$ cat src/logic/evr_pkg.sv
package evr_pkg;

    // Bus and link widths
    localparam int MMR_ADDR_W  = 8;
    localparam int MMR_DATA_W  = 32;
    localparam int EV_CODE_W   = 8;
    localparam int LINK_WORD_W = 32;

    // Default event delay line length
    localparam int EV_DELAY_DEPTH_DEF = 16;

    typedef logic [MMR_ADDR_W-1:0] mmr_addr_t;
    typedef logic [MMR_DATA_W-1:0] mmr_data_t;
    typedef logic [EV_CODE_W-1:0]  ev_code_t;

    // Register map, byte addresses
    typedef enum mmr_addr_t {
        SR           = mmr_addr_t'(8'h00),
        CR           = mmr_addr_t'(8'h04),
        CR_S         = mmr_addr_t'(8'h08),
        CR_C         = mmr_addr_t'(8'h0C),
        LINK_TOPO_ID = mmr_addr_t'(8'h10),
        LINK_DELAY   = mmr_addr_t'(8'h14),
        TGT_DELAY    = mmr_addr_t'(8'h18),
        COMP_DELAY   = mmr_addr_t'(8'h1C)
    } evr_reg_e;

    // Special link bytes
    localparam ev_code_t K_COMMA     = 8'hBC;
    localparam ev_code_t BEACON_CODE = 8'h7E;
    localparam ev_code_t NULL_CODE   = 8'h00;

    // Frame type byte following a comma
    typedef enum logic [7:0] {
        FRAME_DELAY = 8'h01,
        FRAME_TOPO  = 8'h02
    } frame_op_e;

    typedef struct packed {
        logic delay_valid;
        logic topo_valid;
        logic frame_err;
    } link_status_t;

    typedef enum logic [1:0] {
        DC_OFF    = 2'd0,
        DC_LOCKED = 2'd1,
        DC_RANGE  = 2'd2
    } dc_status_e;

    // Status register layout, LSB is link_up
    typedef struct packed {
        dc_status_e   dc_status;
        link_status_t link_status;
        logic         link_up;
    } sr_t;

endpackage

$ cat src/logic/evr_link_if.sv
`timescale 1ns/1ps

interface evr_link_if
    import evr_pkg::*;
();

    logic [LINK_WORD_W-1:0] link_delay;
    logic [LINK_WORD_W-1:0] topo_id;
    link_status_t           status;
    // One cycle, on a new link delay value
    logic                   delay_upd;

    modport parser (
        output link_delay,
        output topo_id,
        output status,
        output delay_upd
    );

    modport regs (
        input  link_delay,
        input  topo_id,
        input  status,
        input  delay_upd
    );

endinterface

$ cat src/logic/evr_link_parser.sv
`timescale 1ns/1ps

module evr_link_parser
    import evr_pkg::*;
(
    input  logic              app_clk,
    input  logic              app_rst,
    input  logic              link_up_i,
    input  logic [7:0]        shared_data_i,
    input  logic              shared_isk_i,
    evr_link_if.parser        link
);

    typedef enum logic [1:0] {
        IDLE,
        OPCODE,
        DATA
    } state_e;

    state_e                 state;
    frame_op_e              op;
    logic [1:0]             byte_cnt;
    logic [23:0]            word_sr;
    logic [LINK_WORD_W-1:0] word;
    logic                   is_comma;
    logic                   is_op;

    assign is_comma = shared_isk_i && shared_data_i == K_COMMA;
    assign is_op    = !shared_isk_i &&
                      (shared_data_i == FRAME_DELAY || shared_data_i == FRAME_TOPO);

    // Full word on the cycle of the last data byte
    assign word = {word_sr, shared_data_i};

    always_ff @(posedge app_clk) begin
        if (app_rst || !link_up_i) begin
            state           <= IDLE;
            byte_cnt        <= '0;
            link.link_delay <= '0;
            link.topo_id    <= '0;
            link.status     <= '0;
            link.delay_upd  <= 1'b0;
        end else begin
            link.delay_upd <= 1'b0;

            if (is_comma) begin
                // Comma restarts framing from any state
                state <= OPCODE;
            end else begin
                case (state)
                    OPCODE: begin
                        byte_cnt <= '0;
                        if (is_op) begin
                            state <= DATA;
                        end else begin
                            link.status.frame_err <= 1'b1;
                            state                 <= IDLE;
                        end
                    end
                    DATA: begin
                        if (shared_isk_i) begin
                            link.status.frame_err <= 1'b1;
                            state                 <= IDLE;
                        end else begin
                            byte_cnt <= byte_cnt + 2'd1;
                            if (byte_cnt == 2'd3) begin
                                state <= IDLE;
                                if (op == FRAME_DELAY) begin
                                    link.link_delay         <= word;
                                    link.status.delay_valid <= 1'b1;
                                    link.delay_upd          <= (word != link.link_delay);
                                end else begin
                                    link.topo_id           <= word;
                                    link.status.topo_valid <= 1'b1;
                                end
                            end
                        end
                    end
                    default: ;
                endcase
            end
        end
    end

    // Frame payload, MSB first
    always_ff @(posedge app_clk) begin
        if (state == OPCODE && is_op) begin
            op <= frame_op_e'(shared_data_i);
        end
        if (state == DATA && !shared_isk_i) begin
            word_sr <= word[23:0];
        end
    end

endmodule

$ cat src/logic/evr_event_decoder.sv
`timescale 1ns/1ps

module evr_event_decoder
    import evr_pkg::*;
#(
    parameter int EV_DELAY_DEPTH = EV_DELAY_DEPTH_DEF
) (
    input  logic                              app_clk,
    input  logic                              app_rst,
    input  logic [7:0]                        ev_data_i,
    input  logic                              ev_isk_i,
    input  logic                              dc_ena_i,
    input  logic [$clog2(EV_DELAY_DEPTH)-1:0] comp_delay_i,
    output ev_code_t                          ev_o,
    output logic                              beacon_o
);

    typedef enum logic [1:0] {
        BYTE_IDLE,
        BYTE_EVENT,
        BYTE_BEACON,
        BYTE_COMMA
    } byte_class_e;

    byte_class_e byte_class;
    ev_code_t    ev_in;
    ev_code_t    ev_line [EV_DELAY_DEPTH];

    // Any K character counts as a comma here
    always_comb begin
        if (ev_isk_i) begin
            byte_class = BYTE_COMMA;
        end else if (ev_data_i == BEACON_CODE) begin
            byte_class = BYTE_BEACON;
        end else if (ev_data_i == NULL_CODE) begin
            byte_class = BYTE_IDLE;
        end else begin
            byte_class = BYTE_EVENT;
        end
    end

    assign ev_in = (byte_class == BYTE_EVENT) ? ev_data_i : NULL_CODE;

    always_ff @(posedge app_clk) begin
        if (app_rst) begin
            beacon_o <= 1'b0;
            for (int i = 0; i < EV_DELAY_DEPTH; i++) begin
                ev_line[i] <= NULL_CODE;
            end
        end else begin
            beacon_o   <= (byte_class == BYTE_BEACON);
            ev_line[0] <= ev_in;
            for (int i = 1; i < EV_DELAY_DEPTH; i++) begin
                ev_line[i] <= ev_line[i-1];
            end
        end
    end

    // Stage k is k+1 cycles behind the input
    assign ev_o = dc_ena_i ? ev_line[comp_delay_i] : ev_line[0];

endmodule

$ cat src/logic/evr_regs.sv
`timescale 1ns/1ps

module evr_regs
    import evr_pkg::*;
#(
    parameter int EV_DELAY_DEPTH = EV_DELAY_DEPTH_DEF
) (
    input  logic                              app_clk,
    input  logic                              app_rst,
    input  logic                              link_up_i,
    evr_link_if.regs                          link,

    input  mmr_addr_t                         awaddr_i,
    input  logic                              awvalid_i,
    output logic                              awready_o,
    input  mmr_data_t                         wdata_i,
    input  logic                              wvalid_i,
    output logic                              wready_o,
    output logic                              bvalid_o,
    input  logic                              bready_i,
    input  mmr_addr_t                         araddr_i,
    input  logic                              arvalid_i,
    output logic                              arready_o,
    output mmr_data_t                         rdata_o,
    output logic                              rvalid_o,
    input  logic                              rready_i,

    output logic                              dc_ena_o,
    output logic [$clog2(EV_DELAY_DEPTH)-1:0] comp_delay_o
);

    localparam int CW = $clog2(EV_DELAY_DEPTH);

    logic          dc_ena;
    logic          dc_range;
    logic [CW-1:0] comp_delay;
    mmr_data_t     tgt_delay;
    mmr_data_t     diff;
    mmr_data_t     rd_mux;
    logic          wr_fire;
    logic          rd_fire;
    logic          tgt_wr;
    logic          wr_accept;
    dc_status_e    dc_status;
    sr_t           sr;

    assign wr_fire   = awready_o && awvalid_i && wvalid_i;
    assign rd_fire   = arready_o && arvalid_i;
    assign wr_accept = awvalid_i && wvalid_i && !bvalid_o && !awready_o;

    // Target must lie beyond the current link delay
    assign tgt_wr = wr_fire && awaddr_i == TGT_DELAY && wdata_i > link.link_delay;

    // Written value takes effect in the same recompute
    assign diff = (tgt_wr ? wdata_i : tgt_delay) - link.link_delay;

    always_comb begin
        if (dc_range) begin
            dc_status = DC_RANGE;
        end else if (dc_ena) begin
            dc_status = DC_LOCKED;
        end else begin
            dc_status = DC_OFF;
        end
    end

    assign sr.dc_status   = dc_status;
    assign sr.link_status = link.status;
    assign sr.link_up     = link_up_i;

    // AXI4-Lite handshake
    always_ff @(posedge app_clk) begin
        if (app_rst) begin
            awready_o <= 1'b0;
            wready_o  <= 1'b0;
            bvalid_o  <= 1'b0;
            arready_o <= 1'b0;
            rvalid_o  <= 1'b0;
        end else begin
            awready_o <= wr_accept;
            wready_o  <= wr_accept;
            arready_o <= arvalid_i && !rvalid_o && !arready_o;

            if (wr_fire) begin
                bvalid_o <= 1'b1;
            end else if (bready_i) begin
                bvalid_o <= 1'b0;
            end

            if (rd_fire) begin
                rvalid_o <= 1'b1;
            end else if (rready_i) begin
                rvalid_o <= 1'b0;
            end
        end
    end

    always_comb begin
        case (araddr_i)
            SR:           rd_mux = mmr_data_t'(sr);
            CR:           rd_mux = mmr_data_t'(dc_ena);
            LINK_TOPO_ID: rd_mux = mmr_data_t'(link.topo_id);
            LINK_DELAY:   rd_mux = mmr_data_t'(link.link_delay);
            TGT_DELAY:    rd_mux = tgt_delay;
            COMP_DELAY:   rd_mux = mmr_data_t'(comp_delay);
            default:      rd_mux = '0;
        endcase
    end

    // Read data held until rready
    always_ff @(posedge app_clk) begin
        if (rd_fire) begin
            rdata_o <= rd_mux;
        end
    end

    always_ff @(posedge app_clk) begin
        if (app_rst) begin
            dc_ena     <= 1'b0;
            dc_range   <= 1'b0;
            tgt_delay  <= '0;
            comp_delay <= '0;
        end else begin
            if (wr_fire) begin
                case (awaddr_i)
                    CR: begin
                        dc_ena <= wdata_i[0];
                    end
                    CR_S: begin
                        if (wdata_i[0]) begin
                            dc_ena <= 1'b1;
                        end
                    end
                    CR_C: begin
                        if (wdata_i[0]) begin
                            dc_ena <= 1'b0;
                        end
                    end
                    TGT_DELAY: begin
                        if (tgt_wr) begin
                            tgt_delay <= wdata_i;
                        end
                    end
                    default: ;
                endcase
            end

            // Link loss wins over any write
            if (!link_up_i) begin
                dc_ena <= 1'b0;
            end

            // Negative difference wraps and lands out of range too
            if (tgt_wr || link.delay_upd) begin
                if (diff > mmr_data_t'(EV_DELAY_DEPTH - 1)) begin
                    comp_delay <= '0;
                    dc_range   <= 1'b1;
                end else begin
                    comp_delay <= diff[CW-1:0];
                    dc_range   <= 1'b0;
                end
            end
        end
    end

    assign dc_ena_o     = dc_ena;
    assign comp_delay_o = comp_delay;

endmodule

$ cat src/logic/evr_top.sv
`timescale 1ns/1ps

module evr_top
    import evr_pkg::*;
#(
    parameter int EV_DELAY_DEPTH = EV_DELAY_DEPTH_DEF
) (
    input  logic        app_clk,
    input  logic        app_rst,

    input  logic        link_up_i,
    input  logic [15:0] rx_data_i,
    input  logic [1:0]  rx_charisk_i,

    output ev_code_t    ev_o,
    output logic        beacon_o,

    input  mmr_addr_t   awaddr_i,
    input  logic        awvalid_i,
    output logic        awready_o,
    input  mmr_data_t   wdata_i,
    input  logic        wvalid_i,
    output logic        wready_o,
    output logic        bvalid_o,
    input  logic        bready_i,
    input  mmr_addr_t   araddr_i,
    input  logic        arvalid_i,
    output logic        arready_o,
    output mmr_data_t   rdata_o,
    output logic        rvalid_o,
    input  logic        rready_i
);

    logic                              dc_ena;
    logic [$clog2(EV_DELAY_DEPTH)-1:0] comp_delay;

    evr_link_if link_bus ();

    // Lower byte carries the shared data stream
    evr_link_parser parser_i (
        .app_clk       (app_clk),
        .app_rst       (app_rst),
        .link_up_i     (link_up_i),
        .shared_data_i (rx_data_i[7:0]),
        .shared_isk_i  (rx_charisk_i[0]),
        .link          (link_bus.parser)
    );

    // Upper byte carries events and beacons
    evr_event_decoder #(
        .EV_DELAY_DEPTH (EV_DELAY_DEPTH)
    ) decoder_i (
        .app_clk      (app_clk),
        .app_rst      (app_rst),
        .ev_data_i    (rx_data_i[15:8]),
        .ev_isk_i     (rx_charisk_i[1]),
        .dc_ena_i     (dc_ena),
        .comp_delay_i (comp_delay),
        .ev_o         (ev_o),
        .beacon_o     (beacon_o)
    );

    evr_regs #(
        .EV_DELAY_DEPTH (EV_DELAY_DEPTH)
    ) regs_i (
        .app_clk      (app_clk),
        .app_rst      (app_rst),
        .link_up_i    (link_up_i),
        .link         (link_bus.regs),
        .awaddr_i     (awaddr_i),
        .awvalid_i    (awvalid_i),
        .awready_o    (awready_o),
        .wdata_i      (wdata_i),
        .wvalid_i     (wvalid_i),
        .wready_o     (wready_o),
        .bvalid_o     (bvalid_o),
        .bready_i     (bready_i),
        .araddr_i     (araddr_i),
        .arvalid_i    (arvalid_i),
        .arready_o    (arready_o),
        .rdata_o      (rdata_o),
        .rvalid_o     (rvalid_o),
        .rready_i     (rready_i),
        .dc_ena_o     (dc_ena),
        .comp_delay_o (comp_delay)
    );

endmodule

$ cat config.mk
export PLATFORM = sky130hd
export DESIGN_NAME = evr_top
export DESIGN_NICKNAME = d
export VERILOG_FILES = /design/src/logic/evr_pkg.sv /design/src/logic/evr_link_if.sv /design/src/logic/evr_link_parser.sv /design/src/logic/evr_event_decoder.sv /design/src/logic/evr_regs.sv /design/src/logic/evr_top.sv
export SDC_FILE = /design/constraint.sdc
export NUM_CORES = 1
export LEC_CHECK = 0
export BUFFER_PORTS_ARGS = -buffer_cell sky130_fd_sc_hd__clkbuf_2
export CAP_MARGIN = 30
export CORE_MARGIN = 1.5
export CORE_UTILIZATION = 26
export DETAILED_ROUTE_END_ITERATION = 10
export PLACE_DENSITY = 0.52
export SYNTH_ARGS = -nofsm -noshare
export SYNTH_HDL_FRONTEND = slang
export SYNTH_HIERARCHICAL = 1
export SYNTH_SLANG_ARGS = --single-unit
$ cat constraint.sdc
create_clock -name app_clk -period 5.91 [get_ports app_clk]
set_input_delay 1.182 -clock app_clk [delete_from_list [all_inputs] [get_ports app_clk]]
set_output_delay 1.182 -clock app_clk [all_outputs]
set_load 0.02 [all_outputs]
==> results of run 1 <==
## stage by stage
stage / util [%] / worst slack, ns / cell area (µm²) / total power [W]
after global placement: 30.6 / -0.619 / 17300 / 0.00236
after floorplan: - / 0.0787 / 15000 / 0.00228
after global routing: 33.5 / -0.0269 / 19000 / 0.00484
final: 33.5 / 0.143 / 19000 / 0.00468
after CTS: 32.9 / 0.0733 / 18600 / 0.00475
after detailed placement: 30.7 / -0.661 / 17400 / 0.00237
## flip-flops by register name, summed over array words and instances, names as in the netlist, 4 cells and up
signal	cells
parser_i/op	8
decoder_i/ev_line	128
parser_i/word_sr	24
parser_i/link.link_delay	32
regs_i/rdata_o	32
regs_i/tgt_delay	32
parser_i/link.topo_id	32
regs_i/comp_delay_o	4
## what timing repair did
item,4_1_cts,5_1_grt
resized for setup,5,49
pin swaps,0,10
buffers inserted,0,10
endpoints found under the setup margin,3,5
cloned,0,1
hold buffers,0,0
## report_power, final
part | internal (W) | total, W | switching (W)
logic | 0.0000662 | 0.000176 | 0.000110
clock network | 0.00141 | 0.00236 | 0.000953
registers | 0.00214 | 0.00215 | 0.00000500
## placed cells by master (no fill, tap or decap), types with 36 or more instances in the layout
cell type  count
nor2b_1      157
a21oi_1       72
nand2_1      132
xnor2_1       36
dfxtp_1      242
nor2_1        90
clkbuf_2     118
edfxtp_1      64
mux2i_1       43
inv_1         75
clkbuf_16     37
buf_4        174
ha_1          61
## path summary, 6_finish.rpt
kind	from	to	slack, ns	depth (start not counted)
max reg2reg	parser_i/link.link_delay[29]	regs_i/dc_range	0.34	22
min reg2reg	decoder_i/ev_line[3][1]	decoder_i/ev_line[4][1]	0.45	1
min	decoder_i/ev_line[3][1]	decoder_i/ev_line[4][1]	0.45	1
max	wdata_i[15]	regs_i/dc_range	0.14	22
## layer usage
metal,global-route usage [%],part of all wire [%],wire [µm]
met5,0,0,0
met2,26.8,47,22900
met3,2.92,5.7,2770
met1,20.1,44,21200
met4,6.38,3.4,1640
## cells by family (layout without fill, tap and decap cells)
kind of cell | count (synthesis) | count (layout)
adders and majority gates | 65 | 65
xor gates and xnor gates | 50 | 50
and+or+nand+nor | 503 | 503
AOI/OAI and AO/OA | 262 | 262
muxes | 105 | 105
DFF | 307 | 307
buffers and inverters | 154 | 442
other | 0 | 2
## area by class of cell
class	instances	area [µm²]
Antenna cell	2	5.00
Clock buffer	45	975
Clock inverter	20	272
Fill cell	5850	37600
Inverter	75	282
Multi-Input combinational cell	985	7650
Sequential cell	307	6790
Tap cell	756	946
Timing Repair Buffer	302	2070
==> impl_metrics.env, run 1 <==
export IMPL_synth_area_leaders="dfxtp_1 33%, edfxtp_1 13%, nor2b_1 6.6%, ha_1 5.4%, mux4_2 3.9%"
export IMPL_min_period_over_period_pct=97.6
export IMPL_synth_compound_area_share_pct=12.8
export IMPL_cts_made_buffers=36
export IMPL_max_cap_violations=0
export IMPL_antenna_found_initial=2
export IMPL_syn_inst=1446
export IMPL_hold_viol=0
export IMPL_path_delay_family="simple AND/OR/NAND/NOR gates"
export IMPL_pin_count=120
export IMPL_drive_above_1_share_pct=28.7
export IMPL_tightest_slew_ns=0.882
export IMPL_insertion_delay_ns=0.57
export IMPL_clockBufferDepth=3
export IMPL_synth_nets=1585
export IMPL_synth_simple_area_share_pct=18.1
export IMPL_drt_iter0_markers=878
export IMPL_numClockSinks=307
export IMPL_overflow=0
export IMPL_synth_common_cells="243 x dfxtp_1, 157 x nor2b_1, 132 x nand2_1"
export IMPL_hp_class="flip-flop to flip-flop"
export IMPL_grt_first_pass_wirelength_mm=72.4
export IMPL_vias=11950
export IMPL_worstSetupEndpointType="flip-flop"
export IMPL_setup_viol=0
export IMPL_cp_max_fo=9
export IMPL_ys_seq_area_share_pct=45.4
export IMPL_final_max_slew_viol_count=0
export IMPL_core_um2=56600
export IMPL_cp_common_cell="nand4_1"
export IMPL_syn_area_per_cell_um2=10.3
export IMPL_start_util_pct=26.4
export IMPL_synth_mux_area_fraction_pct=10.1
export IMPL_finish_net_count=1846
export IMPL_cts_reportedPaths_clkPinSlew_ns=0.06
export IMPL_path_buf_inv=4
export IMPL_grt_max_degree=79
export IMPL_io_buffers=119
export IMPL_post_dp_hpwl_mm=35.0
export IMPL_grt_setup_unrepaired="true"
export IMPL_dieArea_um2=59000
export IMPL_fp_dieH_um=243
export IMPL_critPathLaunchType="primary input"
export IMPL_antenna_left=0
export IMPL_fmax_ghz=0.173
export IMPL_synth_top_family_by_area="simple AND/OR/NAND/NOR gates"
export IMPL_drt_pass1_iterations=6
export IMPL_fin_crit_ns=5.77
export IMPL_final_cells=2492
export IMPL_netlist_area_um2=15000
export IMPL_worst_ep_arrival_time_ns=6.20
export IMPL_synth_fa_ha_area_share_pct=5.49
export IMPL_synth_ff_type="dfxtp_1"
export IMPL_synth_cell_types=92
export IMPL_fp_dieW_um=243
export IMPL_wl_mm=48.5
export IMPL_slowest_stage="or4b_4"
export IMPL_drc=0
export IMPL_grt_usage_pct=15.9
export IMPL_outcome="complete, no violations"
export IMPL_tns_ns=0
export IMPL_dp_cells=2414
export IMPL_h_tree_depth=2
export IMPL_finClkSkew_ns=0.0180
export IMPL_yosysWarnings=6
export IMPL_fin_hold_ws_ns=0.447
export IMPL_slew_headroom_pct=41.1
export IMPL_synthXorXnorAreaFrac_pct=2.98
export IMPL_wire_per_inst_um=19.4
export IMPL_power_leakage_nw=7.60
export IMPL_path_cells="clkbuf_2 > ha_1 > nand4_1 > or2_1 > a211oi_1 > or4b_4 > a32oi_4 > buf_4 > clkbuf_16 > mux2_2 > ha_1 > a21oi_4 > buf_4 > or3_1 > o21ai_0 > nor4_1 > nand4_1 > nor4_2 > nand4_1 > nor4_4 > nand4_4 > nor3b_2"
export IMPL_syn_to_final_growth_pct=27.0
export IMPL_gp_congestion=0.924
export IMPL_required_ns=6.34
export IMPL_num_rows=87
export IMPL_viasPerCell=4.80
export IMPL_synth_edf_count=64
export IMPL_tritoncts="done"
export IMPL_p_per_area_nw_per_um2=247
export IMPL_yosysTopAreaCell="dfxtp_1"
export IMPL_synth_top_area_share_pct=32.5
export IMPL_critPathKind="primary input to flip-flop"
export IMPL_crit_path_max_incr_delay_ns=0.54
export IMPL_synthArstFlopShare_pct=0
export IMPL_ir_drop_v=0.000303
export IMPL_ys_seq_elements=307
export IMPL_synth_most_common_cell="dfxtp_1"
export IMPL_first_global_vias=12237
export IMPL_root_buffer="clkbuf_16"
Power figures use the tool's default switching activity.
==> run 2, diff against run 1 <==
--- a/config.mk
+++ b/config.mk
@@ -10,7 +10,7 @@
 export CORE_MARGIN = 1.5
 export CORE_UTILIZATION = 26
 export DETAILED_ROUTE_END_ITERATION = 10
-export PLACE_DENSITY = 0.52
+export PLACE_DENSITY = 0.51
 export SYNTH_ARGS = -nofsm -noshare
 export SYNTH_HDL_FRONTEND = slang
 export SYNTH_HIERARCHICAL = 1
==> constraint.sdc (replaced) <==
create_clock -name app_clk -period 5.5 [get_ports app_clk]
set_input_delay 1.1 -clock app_clk [delete_from_list [all_inputs] [get_ports app_clk]]
set_output_delay 1.1 -clock app_clk [all_outputs]
set_load 0.02 [all_outputs]
==> run 2 against run 1 <==
  * Critical path depth down 1
  * Largest power group unchanged
  * Register-to-register slack worse by 0.27 ns
  * Total power increased by 8.2%
  * Largest cell class unchanged
  * First-iteration DRC count is 11% lower
  * Clock skew is 0.0053 ns higher
  * Critical path type unchanged
  * Non-clock buffer count is 13 higher
  * Sequential share of layout area down 0.99 points
  * The run now ends with setup timing left
==> impl_metrics.env, run 2 (synthesis gave the netlist of run 1 again) <==
export IMPL_outcome="complete, but fails checks"
export IMPL_failed_checks="setup timing"
export IMPL_root_buffer="clkbuf_16"
export IMPL_finalPower_w=0.00507
export IMPL_antenna_found_initial=1
export IMPL_hp_class="flip-flop to flip-flop"
export IMPL_crit_start="wdata_i[3]"
export IMPL_fp_dieH_um=243
export IMPL_cts_hold_buffers=0
export IMPL_clockBufferDepth=3
export IMPL_largest_reg_flops=128
export IMPL_fp_dieW_um=243
export IMPL_core_um2=56600
export IMPL_numClockSinks=307
export IMPL_worst_ep_arrival_time_ns=6.02
export IMPL_hp_start="regs_i/arready_o"
export IMPL_tritoncts="done"
export IMPL_fmax_ghz=0.181
export IMPL_wl_mm=49.4
export IMPL_syn_to_final_growth_pct=30.6
export IMPL_viasPerCell=4.78
export IMPL_grt_first_pass_wirelength_mm=74.3
export IMPL_gp_congestion=0.869
export IMPL_antenna_left=0
export IMPL_setup_viol=2
export IMPL_drive_above_1_share_pct=31.6
export IMPL_path_cells="clkbuf_2 > ha_1 > a21oi_1 > a211oi_2 > or4b_4 > a32oi_4 > buf_12 > bufbuf_16 > mux2_2 > ha_1 > buf_4 > and2_1 > buf_4 > a311oi_4 > a311o_1 > nand4b_1 > nor4_2 > nand4_1 > nor4_4 > nand4_2 > o31ai_2"
export IMPL_num_rows=87
export IMPL_r2r_slack_ns=0.07
export IMPL_required_ns=5.98
export IMPL_ir_drop_v=0.000183
export IMPL_final_common_cell="dfxtp_1"
export IMPL_cp_max_fo=7
export IMPL_h_tree_depth=2
export IMPL_fin_crit_ns=5.54
export IMPL_antenna_cells=0
export IMPL_io_buffers=119
export IMPL_utilization_pct=34.5
export IMPL_slew_headroom_pct=36.7
export IMPL_reg2reg_depth=22
export IMPL_place_ws_ns=-1.00
export IMPL_final_max_slew_viol_count=0
export IMPL_power_leakage_nw=7.73
export IMPL_pin_count=120
export IMPL_cts_made_buffers=37
export IMPL_worstSetupEndpointType="flip-flop"
export IMPL_crit_path_max_incr_delay_ns=0.59
export IMPL_grt_setup_unrepaired="true"
export IMPL_vias=11976
export IMPL_min_period_over_period_pct=101
export IMPL_start_util_pct=26.4
export IMPL_max_cap_violations=0
export IMPL_drt_iter0_markers=784
export IMPL_critPathKind="primary input to flip-flop"
export IMPL_min_path_cells=1
export IMPL_hold_viol=0
export IMPL_cts_reportedPaths_clkPinSlew_ns=0.06
export IMPL_rr_startpoint="parser_i/link.link_delay[1]"
export IMPL_grt_usage_pct=16.5
export IMPL_wire_per_inst_um=19.7
export IMPL_drc=0
export IMPL_final_cell_mix="242 x dfxtp_1, 188 x buf_4, 156 x nor2b_1"
export IMPL_slowest_stage="or4b_4"
export IMPL_post_dp_hpwl_mm=35.7
export IMPL_grt_max_degree=87
export IMPL_p_per_area_nw_per_um2=259
export IMPL_regMostFlops="decoder_i/ev_line"
export IMPL_drt_pass1_iterations=9
export IMPL_first_global_vias=12184
export IMPL_dieArea_um2=59000
export IMPL_fin_hold_ws_ns=0.447
export IMPL_tightest_slew_ns=0.949
export IMPL_finish_net_count=1860
export IMPL_insertion_delay_ns=0.57
export IMPL_layout_setup_ws_ns=-0.0370
export IMPL_finClkSkew_ns=0.0234
export IMPL_overflow=0
export IMPL_critPathLaunchType="primary input"
[run 2: changes by cell type in the layout (fill, tap and decap cells not counted), moves of 5 or more]
| cell | delta |
|---|---|
| buf_4 | +14 |
| a21oi_2 | +5 |
| ha_1 | -25 |
| a21oi_1 | -5 |
| ha_4 | +21 |
[run 2: power by group]
| group | internal (W) | switching [W] | total (W) |
|---|---|---|---|
| Clock | 0.00153 | 0.00103 | 0.00256 |
| Sequential | 0.00230 | 0.00000574 | 0.00231 |
| Combinational | 0.0000788 | 0.000122 | 0.000201 |
| Total | 0.00391 | 0.00115 | 0.00507 |
[run 2: stage by stage]
stage | setup TNS [ns] | cell area [µm²] | cells
4_1_cts | 0 | 19400 | 2502
6_report | -0.0493 | 19500 | 2504
2_1_floorplan | -0.118 | 15200 | 1446
3_5_place_dp | -4.65 | 17700 | 2430
5_1_grt | -0.844 | 19500 | 2504
3_3_place_gp | -4.63 | 17600 | 2426
[run 2: worst paths after layout]
path | endpoint
min reg2reg | regs_i/arready_o
min | regs_i/arready_o
max reg2reg | regs_i/comp_delay_o[2]
max | regs_i/comp_delay_o[2]
[run 2: cell type report]
| cell class | instances | area [µm²] |
|---|---|---|
| tap | 756 | 946 |
| multi-input combinational | 985 | 8010 |
| sequential | 307 | 6790 |
| fill | 5759 | 37100 |
| clock buffer | 48 | 1070 |
| clock inverter | 18 | 211 |
| inverter | 75 | 282 |
| timing repair buffer | 315 | 2220 |
[run 2: critical path, delay by kind of cell]
kind / cells / cell delay [ns]
buffers and inverters: 5 / 0.86
muxes: 1 / 0.35
AOI/OAI and AO/OA: 6 / 1.42
and+or+nand+nor: 7 / 1.65
adders and majority gates: 2 / 0.64
[run 2: repair_timing]
| item | CTS | global route |
|---|---|---|
| gates cloned | 1 | 0 |
| setup endpoints to repair | 5 | 5 |
| pin swaps | 22 | 10 |
| setup buffers | 5 | 3 |
| gates resized for setup | 50 | 38 |
[run 2: layer usage]
layer  up-vias  GRT usage (%)  routed length (µm)
li1       5749              -                   -
met1      5800           21.7               22200
met2       337           26.6               22500
met3        90           2.65                2580
met4         0           7.29                2100
met5         -              0                   0
